==> src/design/zf_pkg.sv <==
`default_nettype none

package zf_pkg;

    // settings bus address and data word
    typedef logic [31:0] word_t;

    // one beat of the packet stream
    typedef logic [63:0] beat_t;

    // page number taken from the settings address
    typedef logic [2:0] page_t;

    // --------------------------------------------------
    // settings page map
    // --------------------------------------------------
    localparam page_t PAGE_ARB    = 3'd0;
    localparam page_t PAGE_CORE   = 3'd2;
    localparam page_t PAGE_LOOKUP = 3'd3;
    localparam page_t PAGE_BUF    = 3'd4;

    // readback for pages with nothing behind them
    localparam word_t DEADBEEF = 32'hdeadbeef;

    // word offsets inside the arbiter page
    localparam int ARB_STATUS_OFS   = 8;
    localparam int ARB_OVERFLOW_OFS = 9;

endpackage

`default_nettype wire

==> src/design/zf_settings_if.sv <==
`timescale 1ns/10ps
`default_nettype none

interface zf_settings_if;

    // write side, one strobe per write
    logic          set_stb;
    zf_pkg::word_t set_addr;
    zf_pkg::word_t set_data;

    // readback side, data is combinational from rb_addr
    logic          rb_stb;
    zf_pkg::word_t rb_addr;
    zf_pkg::word_t rb_data;

    // page decoder end
    modport decoder (
        output set_stb, set_addr, set_data, rb_stb, rb_addr,
        input  rb_data
    );

    // register block end
    modport block (
        input  set_stb, set_addr, set_data, rb_stb, rb_addr,
        output rb_data
    );

endinterface

`default_nettype wire

==> src/design/zf_arbiter.sv <==
`timescale 1ns/10ps
`default_nettype none

module zf_arbiter #(
    parameter int STREAMS_WIDTH = 2,
    parameter int CMDFIFO_DEPTH = 4
) (
    input  logic                     clk,
    input  logic                     rst,
    zf_settings_if.block             set_bus,
    input  logic [STREAMS_WIDTH-1:0] i_ext_stream,
    input  logic                     i_stream_valid,
    input  logic                     i_cmd_ready,
    input  logic                     i_sts_stb,
    input  zf_pkg::word_t            i_sts_count,
    output logic                     o_cmd_valid,
    output zf_pkg::word_t            o_cmd_addr
);

    localparam int STREAMS   = 1 << STREAMS_WIDTH;
    localparam int PTR_WIDTH = $clog2(CMDFIFO_DEPTH);
    localparam int CNT_WIDTH = $clog2(CMDFIFO_DEPTH + 1);

    // per stream queues of buffer addresses
    zf_pkg::word_t        queue_mem [STREAMS][CMDFIFO_DEPTH];
    logic [PTR_WIDTH-1:0] wr_ptr [STREAMS];
    logic [PTR_WIDTH-1:0] rd_ptr [STREAMS];
    logic [CNT_WIDTH-1:0] count [STREAMS];
    logic [STREAMS-1:0]   full;
    logic [STREAMS-1:0]   push;
    logic [STREAMS-1:0]   pushed;
    logic [STREAMS-1:0]   pop;
    logic [STREAMS-1:0]   overflow;

    logic [7:0]               set_ofs;
    logic [7:0]               rb_ofs;
    logic                     issue;
    logic                     cmd_fire;
    logic                     busy;
    logic [STREAMS_WIDTH-1:0] cur_stream;
    zf_pkg::word_t            last_sts;

    function automatic logic [PTR_WIDTH-1:0] ptr_next(input logic [PTR_WIDTH-1:0] ptr);
        return (ptr == PTR_WIDTH'(CMDFIFO_DEPTH - 1)) ? '0 : ptr + 1'b1;
    endfunction

    assign set_ofs  = set_bus.set_addr[9:2];
    assign rb_ofs   = set_bus.rb_addr[9:2];
    assign cmd_fire = o_cmd_valid && i_cmd_ready;

    // only one command in flight until its status comes back
    assign issue = !o_cmd_valid && !busy && i_stream_valid && (count[i_ext_stream] != '0);

    always_comb begin
        for (int s = 0; s < STREAMS; s++) begin
            full[s]   = (count[s] == CNT_WIDTH'(CMDFIFO_DEPTH));
            push[s]   = set_bus.set_stb && (set_ofs == 8'(s));
            pushed[s] = push[s] && !full[s];
            pop[s]    = issue && (i_ext_stream == STREAMS_WIDTH'(s));
        end
    end

    // --------------------------------------------------
    // queue pointers and occupancy
    // --------------------------------------------------
    always_ff @(posedge clk) begin
        if (rst) begin
            for (int s = 0; s < STREAMS; s++) begin
                wr_ptr[s] <= '0;
                rd_ptr[s] <= '0;
                count[s]  <= '0;
            end
            overflow <= '0;
        end else begin
            for (int s = 0; s < STREAMS; s++) begin
                if (pushed[s]) begin
                    wr_ptr[s] <= ptr_next(wr_ptr[s]);
                end
                if (pop[s]) begin
                    rd_ptr[s] <= ptr_next(rd_ptr[s]);
                end
                // full push is lost, flag it until reset
                if (push[s] && full[s]) begin
                    overflow[s] <= 1'b1;
                end
                count[s] <= count[s] + CNT_WIDTH'(pushed[s]) - CNT_WIDTH'(pop[s]);
            end
        end
    end

    always_ff @(posedge clk) begin
        for (int s = 0; s < STREAMS; s++) begin
            if (pushed[s]) begin
                queue_mem[s][wr_ptr[s]] <= set_bus.set_data;
            end
        end
    end

    // --------------------------------------------------
    // command issue and status capture
    // --------------------------------------------------
    always_ff @(posedge clk) begin
        if (rst) begin
            o_cmd_valid <= 1'b0;
            busy        <= 1'b0;
            last_sts    <= '0;
        end else begin
            if (issue) begin
                o_cmd_valid <= 1'b1;
            end else if (cmd_fire) begin
                o_cmd_valid <= 1'b0;
            end
            if (cmd_fire) begin
                busy <= 1'b1;
            end else if (i_sts_stb) begin
                busy <= 1'b0;
            end
            // stream on top, beat count below
            if (i_sts_stb) begin
                last_sts <= {8'(cur_stream), i_sts_count[23:0]};
            end
        end
    end

    // head of the queue for the waiting packet
    always_ff @(posedge clk) begin
        if (issue) begin
            o_cmd_addr <= queue_mem[i_ext_stream][rd_ptr[i_ext_stream]];
            cur_stream <= i_ext_stream;
        end
    end

    always_comb begin
        set_bus.rb_data = '0;
        if (rb_ofs < 8'(STREAMS)) begin
            set_bus.rb_data = 32'(count[rb_ofs[STREAMS_WIDTH-1:0]]);
        end else if (rb_ofs == 8'(zf_pkg::ARB_STATUS_OFS)) begin
            set_bus.rb_data = last_sts;
        end else if (rb_ofs == 8'(zf_pkg::ARB_OVERFLOW_OFS)) begin
            set_bus.rb_data = 32'(overflow);
        end
    end

endmodule

`default_nettype wire

==> src/flat_wrapper.sv <==
// flat-port wrapper written by rule: the top's interface ports become plain ports
module zf_arbiter_flat 
#(
    parameter int STREAMS_WIDTH = 2,
    parameter int CMDFIFO_DEPTH = 4
)
  (clk, rst, i_ext_stream, i_stream_valid, i_cmd_ready, i_sts_stb, i_sts_count, o_cmd_valid, o_cmd_addr, set_bus_set_stb, set_bus_set_addr, set_bus_set_data, set_bus_rb_stb, set_bus_rb_addr, set_bus_rb_data);
  zf_settings_if set_bus_i ();
  input  logic clk;
  input  logic rst;
  input  logic [STREAMS_WIDTH-1:0] i_ext_stream;
  input  logic i_stream_valid;
  input  logic i_cmd_ready;
  input  logic i_sts_stb;
  input  zf_pkg::word_t i_sts_count;
  output logic o_cmd_valid;
  output zf_pkg::word_t o_cmd_addr;
  input wire logic [$bits(set_bus_i.set_stb)-1:0] set_bus_set_stb;
  input wire logic [$bits(set_bus_i.set_addr)-1:0] set_bus_set_addr;
  input wire logic [$bits(set_bus_i.set_data)-1:0] set_bus_set_data;
  input wire logic [$bits(set_bus_i.rb_stb)-1:0] set_bus_rb_stb;
  input wire logic [$bits(set_bus_i.rb_addr)-1:0] set_bus_rb_addr;
  output wire logic [$bits(set_bus_i.rb_data)-1:0] set_bus_rb_data;
  assign set_bus_i.set_stb = set_bus_set_stb;
  assign set_bus_i.set_addr = set_bus_set_addr;
  assign set_bus_i.set_data = set_bus_set_data;
  assign set_bus_i.rb_stb = set_bus_rb_stb;
  assign set_bus_i.rb_addr = set_bus_rb_addr;
  assign set_bus_rb_data = set_bus_i.rb_data;
  zf_arbiter #(.STREAMS_WIDTH(STREAMS_WIDTH), .CMDFIFO_DEPTH(CMDFIFO_DEPTH)) u_core (.clk(clk), .rst(rst), .set_bus(set_bus_i), .i_ext_stream(i_ext_stream), .i_stream_valid(i_stream_valid), .i_cmd_ready(i_cmd_ready), .i_sts_stb(i_sts_stb), .i_sts_count(i_sts_count), .o_cmd_valid(o_cmd_valid), .o_cmd_addr(o_cmd_addr));
endmodule
==> config.mk <==
export PLATFORM = sky130hd
export DESIGN_NAME = zf_arbiter_flat
export DESIGN_NICKNAME = d
export VERILOG_FILES = /design/src/design/zf_pkg.sv /design/src/design/zf_settings_if.sv /design/src/design/zf_arbiter.sv /design/src/flat_wrapper.sv
export SDC_FILE = /design/constraint.sdc
export NUM_CORES = 1
export LEC_CHECK = 0
export ABC_AREA = 1
export ABC_CLOCK_PERIOD_IN_PS = 2600
export BUFFER_PORTS_ARGS = -buffer_cell sky130_fd_sc_hd__buf_2
export CAP_MARGIN = 20
export CORE_AREA = 2 2 268 270
export DETAILED_ROUTE_END_ITERATION = 6
export DIE_AREA = 0 0 270 272
export GPL_ROUTABILITY_DRIVEN = 0
export SLEW_MARGIN = 10
export SYNTH_ARGS = -nofsm -noshare
export SYNTH_HDL_FRONTEND = slang
export SYNTH_SLANG_ARGS = --single-unit
export TNS_END_PERCENT = 10
==> constraint.sdc <==
create_clock -name clk -period 2.6 [get_ports clk]
set_input_delay 0.13 -clock clk [delete_from_list [all_inputs] [get_ports clk]]
set_output_delay 0.13 -clock clk [all_outputs]
set_load 0.05 [all_outputs]
==> flow_summary.yaml, run 1 <==
global_routing:
  grt_pass1_wl_mm: 92.27
  first_global_vias: 15840
  antenna_found_initial: 2
  grt-ovfl-total: 0
  grt.total_usage: 0.1633
  grt_max_degree: 130
route:
  drc: 0
  dr_wl_met2_mm: 30.47
  first_pass_iters: 5
  drt_iter0_drc: 1016
  totalWireLength_mm: 60.61
  met1Wirelength_mm: 25.99
  drtAntennaViolNets: 0
  dr_total_vias: 16080
  routed.top_layer: "met5"
  viasPerCell: 4.638
  avgRoutedWirePerCell_um: 17.49
  wl_met3_mm: 2.689
sta:
  finalMaxSlewViolations: 0
  max_freq_mhz: 429.2
  period_needed_ns: 2.330
  finClkSkew_ns: 0.02403
  finalSetupViolations: 0
  rsz0062_at_grt: "false"
  slew_headroom: 0.4657
  tightest_slew_ns: 0.8015
  hold_violations: 0
  layout_setup_ws_ns: 0.2702
  period_share: 0.8961
  hold_slack_ns: 0.1473
placement:
  placed_cell_area_um2: 26770
  place_ws_ns: 0.1483
  io_buffer_count: 138
  place_hpwl_mm: 31.51
critical_path:
  r2r_end: "u_core.count[1][2]"
  cp-end-kind: "flop"
  cp.required_ns: 3.14
  cp_max_fo: 8
  start_kind: "flop"
  r2r_setup_slack_ns: 0.27
  crit_arrival_ns: 2.87
  r2r_cells: 14
  max_stage_delay_ns: 0.39
  cp_slowest_cell: "fa_1"
  rr_startpoint: "u_core.count[1][1]"
  crit_type: "flop to flop"
  crit_chain: "inv_1 > nand3_1 > nand2_1 > nand2_1 > inv_1 > nand2_1 > nand2_4 > nor2_1 > ha_1 > inv_1 > ha_1 > fa_1 > and3_1 > nor3_1"
finish:
  drive_gt1_frac: 0.1177
  utilization: 0.4170
  area_growth_pct: 20.34
  nets: 2637
  postLayoutCellArea_um2: 29500
synth:
  ys_seq_elements: 606
  synth-warning-count: 0
  syn-cell-area_um2: 24510
  ys_seq_area_frac: 0.7243
  synth.area.top_cells: "edfxtp_1 69%, nand2_1 15%, nor2_1 3.7%"
  syn_area_per_cell_um2: 11.03
  synth_cell_types: 25
  synth_top_cell_by_area: "edfxtp_1"
  yosys.area.top_type_share: 0.6884
  syn_inst: 2223
floorplan:
  num_rows: 98
  design.core.area_um2: 70750
  pin_count: 202
  start_util: 0.3465
  die_y_um: 272
  die_area_um2: 73440
  fp.dieW_um: 270
clocking:
  cts.clk_slew.worst_paths_ns: 0.06
  clkLatencyLatePin_ns: 0.62
  cts-buffers-inserted: 59
  clkSinkCount: 606
  clockRootBuffer: "clkbuf_16"
  cts_tree: "done"
  cts_buffer_depth: 3
  cts_max_level: 2
  cts_setup_buffers: 0
worst_hold_path:
  worstHoldStart: "i_stream_valid"
  hold_path_class: "input pin to flop"
  min_path_cells: 5
  worstHoldEndpoint: "u_core.o_cmd_valid"
outcome:
  outcome: "finished clean"
power:
  powerDensity_nw_per_um2: 682.0
  p_leak_uw: 0.01166
  peakVddDrop_mv: 0.5777
  power_uw: 20120
run:
  cap_violations: 0
==> metal layers <==
layer | global-route usage | up-vias
met5 | 0 | -
met4 | 0.04678 | 2
met3 | 0.02601 | 105
met2 | 0.2924 | 367
met1 | 0.2038 | 7791
li1 | - | 7811
==> report_power, final <==
| part | total [µW] | leakage (µW) | switching [µW] | internal, µW |
|---|---|---|---|---|
| sequential | 10700 | 0.00543 | 21.8 | 10700 |
| clock | 8150 | 0.000897 | 3570 | 4580 |
| combinational | 1240 | 0.00533 | 837 | 408 |
| total | 20100 | 0.0117 | 4430 | 15700 |
==> cell usage after synthesis <==
cell type / number
ha_1: 28
nand3_1: 77
buf_2: 65
a21oi_1: 23
and3_1: 1
buf_4: 6
nand2_1: 982
inv_2: 5
inv_1: 86
nor3_1: 5
a22o_1: 1
clkinv_1: 1
fa_1: 4
nor2_1: 243
nor2_2: 3
nand3b_1: 1
or2_2: 1
edfxtp_1: 562
conb_1: 1
clkbuf_1: 23
nor3b_1: 13
nand4_1: 4
o21ai_0: 42
xor2_1: 2
dfxtp_1: 44
==> placed cells by master, fill, tap and decap left out, types with 22 or more instances in the layout <==
| cell | count |
|---|---|
| ha_1 | 28 |
| dlygate4sd3_1 | 88 |
| nand2_1 | 981 |
| nor2_1 | 226 |
| o21ai_0 | 42 |
| a21oi_1 | 23 |
| edfxtp_1 | 562 |
| inv_1 | 85 |
| buf_4 | 22 |
| nand3_1 | 77 |
| buf_12 | 25 |
| dfxtp_1 | 43 |
| clkbuf_16 | 61 |
| buf_2 | 138 |
==> sequential cells by signal, indices dropped and copies added, names as in the netlist <==
name                count
u_core.busy             1
u_core.count           12
u_core.cur_stream       2
u_core.last_sts        26
u_core.o_cmd_addr      32
u_core.o_cmd_valid      1
u_core.overflow         4
u_core.queue_mem      512
u_core.rd_ptr           8
u_core.wr_ptr           8
==> stage by stage <==
step | setup TNS, ns | cells
floorplan | -5.397 | 2228
finish | 0 | 3466
CTS | 0 | 3465
global route | 0 | 3465
detailed placement | 0 | 3269
global placement | 0 | 3269
==> what timing repair did <==
item,CTS,global route
hold endpoints to repair,555,0
hold buffers,88,0
endpoints found under the setup margin,0,5
gates resized for setup,0,3
==> critical path, delay by kind of cell, from the launching register on <==
family / cells / cell delay (ns)
and+or+nand+nor: 8 / 0.88
buffers and inverters: 3 / 0.21
DFF: 1 / 0.32
adders and majority gates: 3 / 0.87
==> cells by family after synthesis <==
| logic type | after synthesis | share of synthesized area |
|---|---|---|
| xor+xnor | 2 | 0.0007147 |
| other cells | 1 | 0.0001530 |
| compound gates | 66 | 0.01363 |
| simple gates | 1330 | 0.2109 |
| flops | 606 | 0.7243 |
| fa+ha+maj | 32 | 0.01756 |
| buf+inv | 186 | 0.03272 |
==> cell type report <==
type / instances / area, µm²
Fill cell: 6609 / 41250
Sequential cell: 606 / 17760
Multi-Input combinational cell: 1436 / 6125
Timing Repair Buffer: 273 / 2237
Clock buffer: 72 / 1568
Tap cell: 950 / 1189
Inverter: 92 / 350.3
Clock inverter: 36 / 271.5
Antenna cell: 1 / 2.502
==> how the worst max path moves through the flow <==
stage / start / to / depth (start not counted)
floorplan: set_bus_set_addr[5] / u_core.queue_mem[3][0] / 7
global placement: i_ext_stream[1] / u_core.count[0][2] / 17
detailed placement: i_ext_stream[0] / u_core.count[2][2] / 16
CTS: u_core.count[2][1] / u_core.count[1][2] / 14
global route: u_core.count[1][1] / u_core.count[1][2] / 14
finish: u_core.count[1][1] / u_core.count[1][2] / 14
Note: power is estimated with default switching activity, not from simulation.
==> run 2: changes to the inputs <==
Settings changed: CELL_PAD_IN_SITES_DETAIL_PLACEMENT set to 1, CELL_PAD_IN_SITES_GLOBAL_PLACEMENT set to 1, PLACE_DENSITY_LB_ADDON set to 0.1, RECOVER_POWER set to 25.
==> flow_summary.yaml, run 2 (synthesis results as in run 1) <==
sta:
  finalSetupViolations: 0
  hold_violations: 0
  slew_headroom: 0.4522
  finalMaxSlewViolations: 0
  period_share: 0.9458
  tightest_slew_ns: 0.8208
  layout_setup_ws_ns: 0.1408
  finClkSkew_ns: 0.02686
  period_needed_ns: 2.459
  hold_slack_ns: 0.1006
  max_freq_mhz: 406.6
clocking:
  clkSinkCount: 606
  cts_tree: "done"
  clockRootBuffer: "clkbuf_16"
  clkLatencyLatePin_ns: 0.61
  cts_max_level: 3
  cts_setup_buffers: 0
  cts-buffers-inserted: 71
  cts.clk_slew.worst_paths_ns: 0.05
  cts_buffer_depth: 3
route:
  first_pass_iters: 5
  viasPerCell: 4.713
  drtAntennaViolNets: 0
  drt_iter0_drc: 821
  avgRoutedWirePerCell_um: 19.72
  drc: 0
  totalWireLength_mm: 68.80
  dr_total_vias: 16440
critical_path:
  max_stage_delay_ns: 0.56
  worst_path_most_repeated_cell: "dlygate4sd3_1"
  crit_type: "input pin to flop"
  start_kind: "input pin"
  cp-end-kind: "flop"
  critical_path.top_delay_family: "buffers and inverters"
  cp_slowest_cell: "dlygate4sd3_1"
  cp.required_ns: 3.12
  crit_arrival_ns: 2.98
  cp_max_fo: 3
  crit_chain: "dlygate4sd3_1 > buf_2 > nor2_4 > dlygate4sd3_1 > nand2_1 > nor2_1 > dlygate4sd3_1 > nand3_1 > dlygate4sd3_1 > a21oi_1"
  path_buf_inv: 5
finish:
  drive_gt1_frac: 0.1162
  nets: 2655
  area_growth_pct: 21.67
  largest_reg_flops: 512
  mostFrequentLayoutCells: "981 x nand2_1, 562 x edfxtp_1, 224 x nor2_1"
  final_common_cell: "nand2_1"
  postLayoutCellArea_um2: 29830
  utilization: 0.4216
floorplan:
  num_rows: 98
  die_y_um: 272
  start_util: 0.3465
  design.core.area_um2: 70750
  fp.dieW_um: 270
  die_area_um2: 73440
  pin_count: 202
global_routing:
  first_global_vias: 17310
  grt_pass1_wl_mm: 105.6
  grt.total_usage: 0.1898
  grt-ovfl-total: 0
  grt_max_degree: 130
  antenna_found_initial: 2
placement:
  place_ws_ns: 0.1069
  place_hpwl_mm: 36.90
  io_buffer_count: 138
  placed_cell_area_um2: 26880
worst_hold_path:
  hold_path_class: "input pin to flop"
outcome:
  outcome: "finished clean"
power:
  peakVddDrop_mv: 0.3248
  powerDensity_nw_per_um2: 715.2
  p_leak_uw: 0.01178
run:
  cap_violations: 0
==> run 2: changes by cell type in the layout (fill, tap and decap cells not counted), sizes merged <==
cell,before,now
bufinv,3,2
clkinvlp,3,1
dlygate4sd3,88,81
clkinv,28,25
buf,185,175
clkbuf,72,120
inv,94,92
==> run 2: stage by stage <==
stage,setup TNS (ns),power [µW],cells
after floorplan,-5.397,11600,2228
after global placement,0,12090,3282
after detailed placement,0,12120,3282
after CTS,0,21650,3488
after global routing,-0.02713,22120,3489
final,0,21330,3489
==> run 2: timing repair <==
| action | in CTS | in global routing |
|---|---|---|
| hold buffers | 81 | 0 |
| setup endpoints to repair | 0 | 5 |
| hold endpoints to repair | 553 | 0 |
| resized for setup | 0 | 4 |
==> run 2: cell type report <==
| cell class | instances | area (µm²) |
|---|---|---|
| fillers | 7708 | 40920 |
| flip-flops and latches | 606 | 17760 |
| multi-input cells | 1436 | 6130 |
| repair buffers | 279 | 2248 |
| clock buffers | 97 | 1948 |
| well taps | 950 | 1189 |
| inverters | 92 | 350.3 |
| clock inverters | 28 | 202.7 |
| diodes | 1 | 2.502 |
==> run 2: layer usage <==
metal | part of all wire | global-route usage | vias to the layer above
met5 | 0 | 0 | -
met4 | 0.020 | 0.05643 | 0
met3 | 0.034 | 0.02733 | 85
met2 | 0.50 | 0.3306 | 254
met1 | 0.45 | 0.2456 | 8257
li1 | - | - | 7847
==> run 2: final timing paths <==
kind                       startpoint                 end  slack, ns  cells past startpoint
hold / removal         i_stream_valid  u_core.o_cmd_valid       0.10                      4
setup / recovery  set_bus_set_addr[5]  u_core.overflow[2]       0.14                     10
hold reg to reg    u_core.overflow[1]  u_core.overflow[1]       0.46                      2
setup reg to reg   u_core.count[1][1]  u_core.count[1][2]       0.29                     14
==> run 2: worst register-to-register path, stage by stage, from the launching register on <==
cell and delay, ns:
dfxtp_1 0.31, inv_1 0.14, nand3_1 0.11, nand2_1 0.07
nand2_1 0.04, inv_1 0.04, nand2_1 0.06, nand2_2 0.16
nor2_1 0.06, ha_1 0.27, inv_1 0.04, ha_1 0.20
fa_1 0.39, and3_1 0.19, nor3_1 0.14
==> run 2: power by group <==
group | internal [µW] | total (µW) | switching, µW
sequential | 10700 | 10700 | 21.8
clock | 5440 | 9350 | 3910
combinational | 404 | 1260 | 852
total | 16500 | 21300 | 4780
==> run 3: changes to the inputs <==
Settings changed: CORE_AREA 2 2 268 270 to 2 2 245 295, DIE_AREA 0 0 270 272 to 0 0 247 297.
==> flow_summary.yaml, run 3 (synthesis results as in run 1) <==
floorplan:
  die_area_um2: 73360
  die_y_um: 297
  num_rows: 107
  pin_count: 202
  fp.dieW_um: 247
  design.core.area_um2: 70550
  start_util: 0.3475
critical_path:
  cp_max_fo: 5
  cp.required_ns: 3.07
  worst_path_most_repeated_cell: "nand2_1"
  start_kind: "input pin"
  max_stage_delay_ns: 0.54
  cp-end-kind: "flop"
  crit_chain: "dlygate4sd3_1 > buf_2 > inv_2 > nand2_1 > inv_4 > nand2_1 > nand2_1 > inv_1 > nand2_1 > nand2_2 > nor2_2 > ha_1 > inv_1 > ha_1 > inv_1 > fa_1 > o21ai_1 > a21oi_1"
  crit_arrival_ns: 2.81
  crit_type: "input pin to flop"
  cp_slowest_cell: "dlygate4sd3_1"
finish:
  largest_reg_flops: 512
  finalNonFillerCells: 3437
  area_growth_pct: 20.95
  utilization: 0.4202
  nets: 2633
  mostFrequentLayoutCells: "981 x nand2_1, 562 x edfxtp_1, 222 x nor2_1"
  drive_gt1_frac: 0.1140
  nFillCells: 7639
  final_common_cell: "nand2_1"
placement:
  placed_cells: 3245
  place_hpwl_mm: 35.06
  io_buffer_count: 138
route:
  dr_wl_met2_mm: 34.59
  drt_iter0_drc: 831
  routed.top_layer: "met5"
  wl_met3_mm: 2.351
  drc: 0
  avgRoutedWirePerCell_um: 19.96
  drtAntennaViolNets: 0
  viasPerCell: 4.677
  first_pass_iters: 5
  dr_total_vias: 16080
  met1Wirelength_mm: 30.35
  totalWireLength_mm: 68.59
clocking:
  cts-buffers-inserted: 67
  cts_buffer_depth: 3
  clkLatencyLatePin_ns: 0.59
  cts_tree: "done"
  clkSinkCount: 606
  cts_max_level: 3
  clockRootBuffer: "clkbuf_16"
  cts.clk_slew.worst_paths_ns: 0.06
sta:
  hold_violations: 0
  finalMaxSlewViolations: 0
  finClkSkew_ns: 0.01806
  period_share: 0.8990
  tightest_slew_ns: 0.9965
  finalSetupViolations: 0
  slew_headroom: 0.3357
  max_freq_mhz: 427.8
  period_needed_ns: 2.338
  rsz0062_at_grt: "false"
power:
  peakVddDrop_mv: 0.4259
  p_leak_uw: 0.01165
  powerDensity_nw_per_um2: 715.7
  power_uw: 21220
global_routing:
  grt.total_usage: 0.1888
  grt_pass1_wl_mm: 103.7
  antenna_found_initial: 4
  grt_max_degree: 130
  first_global_vias: 17370
  grt-ovfl-total: 0
outcome:
  outcome: "finished clean"
worst_hold_path:
  hold_path_class: "input pin to flop"
run:
  cap_violations: 0
## run 3: per-stage QoR
stage | hold slack [ns] | setup TNS [ns] | setup WS [ns] | cell area, µm²
after global placement | 0.3563 | 0 | 0.2624 | 26800
after global routing | 0.2497 | 0 | 0.01639 | 29640
after detailed placement | 0.3639 | 0 | 0.1906 | 26800
after floorplan | 0.2289 | -5.397 | -0.02109 | 24530
after CTS | 0.2259 | 0 | 0.04466 | 29640
final | 0.2205 | 0 | 0.2625 | 29650
## run 3: cell type report
class	count	area (µm²)	share of cell area
tap	926	1159	0.03908
inverter	92	350.3	0.01182
multi-input combinational	1436	6130	0.2067
clock buffer	85	1775	0.05988
antenna	3	7.507	0.0002532
sequential	606	17760	0.5989
clock inverter	28	304.0	0.01025
timing repair buffer	261	2166	0.07305
## run 3: report_power, final
| group | total [µW] | leakage (µW) | switching (µW) | internal (µW) |
|---|---|---|---|---|
| logic | 1280 | 0.00522 | 871 | 405 |
| registers | 10700 | 0.00543 | 22.1 | 10700 |
| clock network | 9220 | 0.00100 | 3800 | 5420 |
| total | 21200 | 0.0117 | 4700 | 16500 |
## run 3: path summary, 6_finish.rpt
path                      start            endpoint  slack (ns)  depth (start not counted)
max             i_ext_stream[1]  u_core.count[3][2]        0.26                         18
min              i_stream_valid  u_core.o_cmd_valid        0.22                          5
max reg2reg  u_core.count[1][1]  u_core.count[1][2]        0.27                         14
min reg2reg  u_core.overflow[2]  u_core.overflow[2]        0.46                          2
## run 3: metal layers
metal	vias to the layer above	track usage
met1	7954	0.2429
met2	243	0.3314
met4	2	0.05149
li1	7800	-
met3	77	0.02535
met5	-	0
## run 3: timing repair
item | CTS | global route
gates resized for setup | 0 | 9
buffers inserted | 0 | 0
endpoints found under the hold margin | 549 | 0
endpoints found under the setup margin | 0 | 260
hold buffers | 76 | 0
## run 3: worst max-delay path, delay by kind of cell
family / cells / cell delay [ns]
buffers and inverters: 7 / 1.06
adder cells (fa/ha/maj): 3 / 0.77
AND/OR/NAND/NOR: 6 / 0.63
AO/OA/AOI/OAI: 2 / 0.22
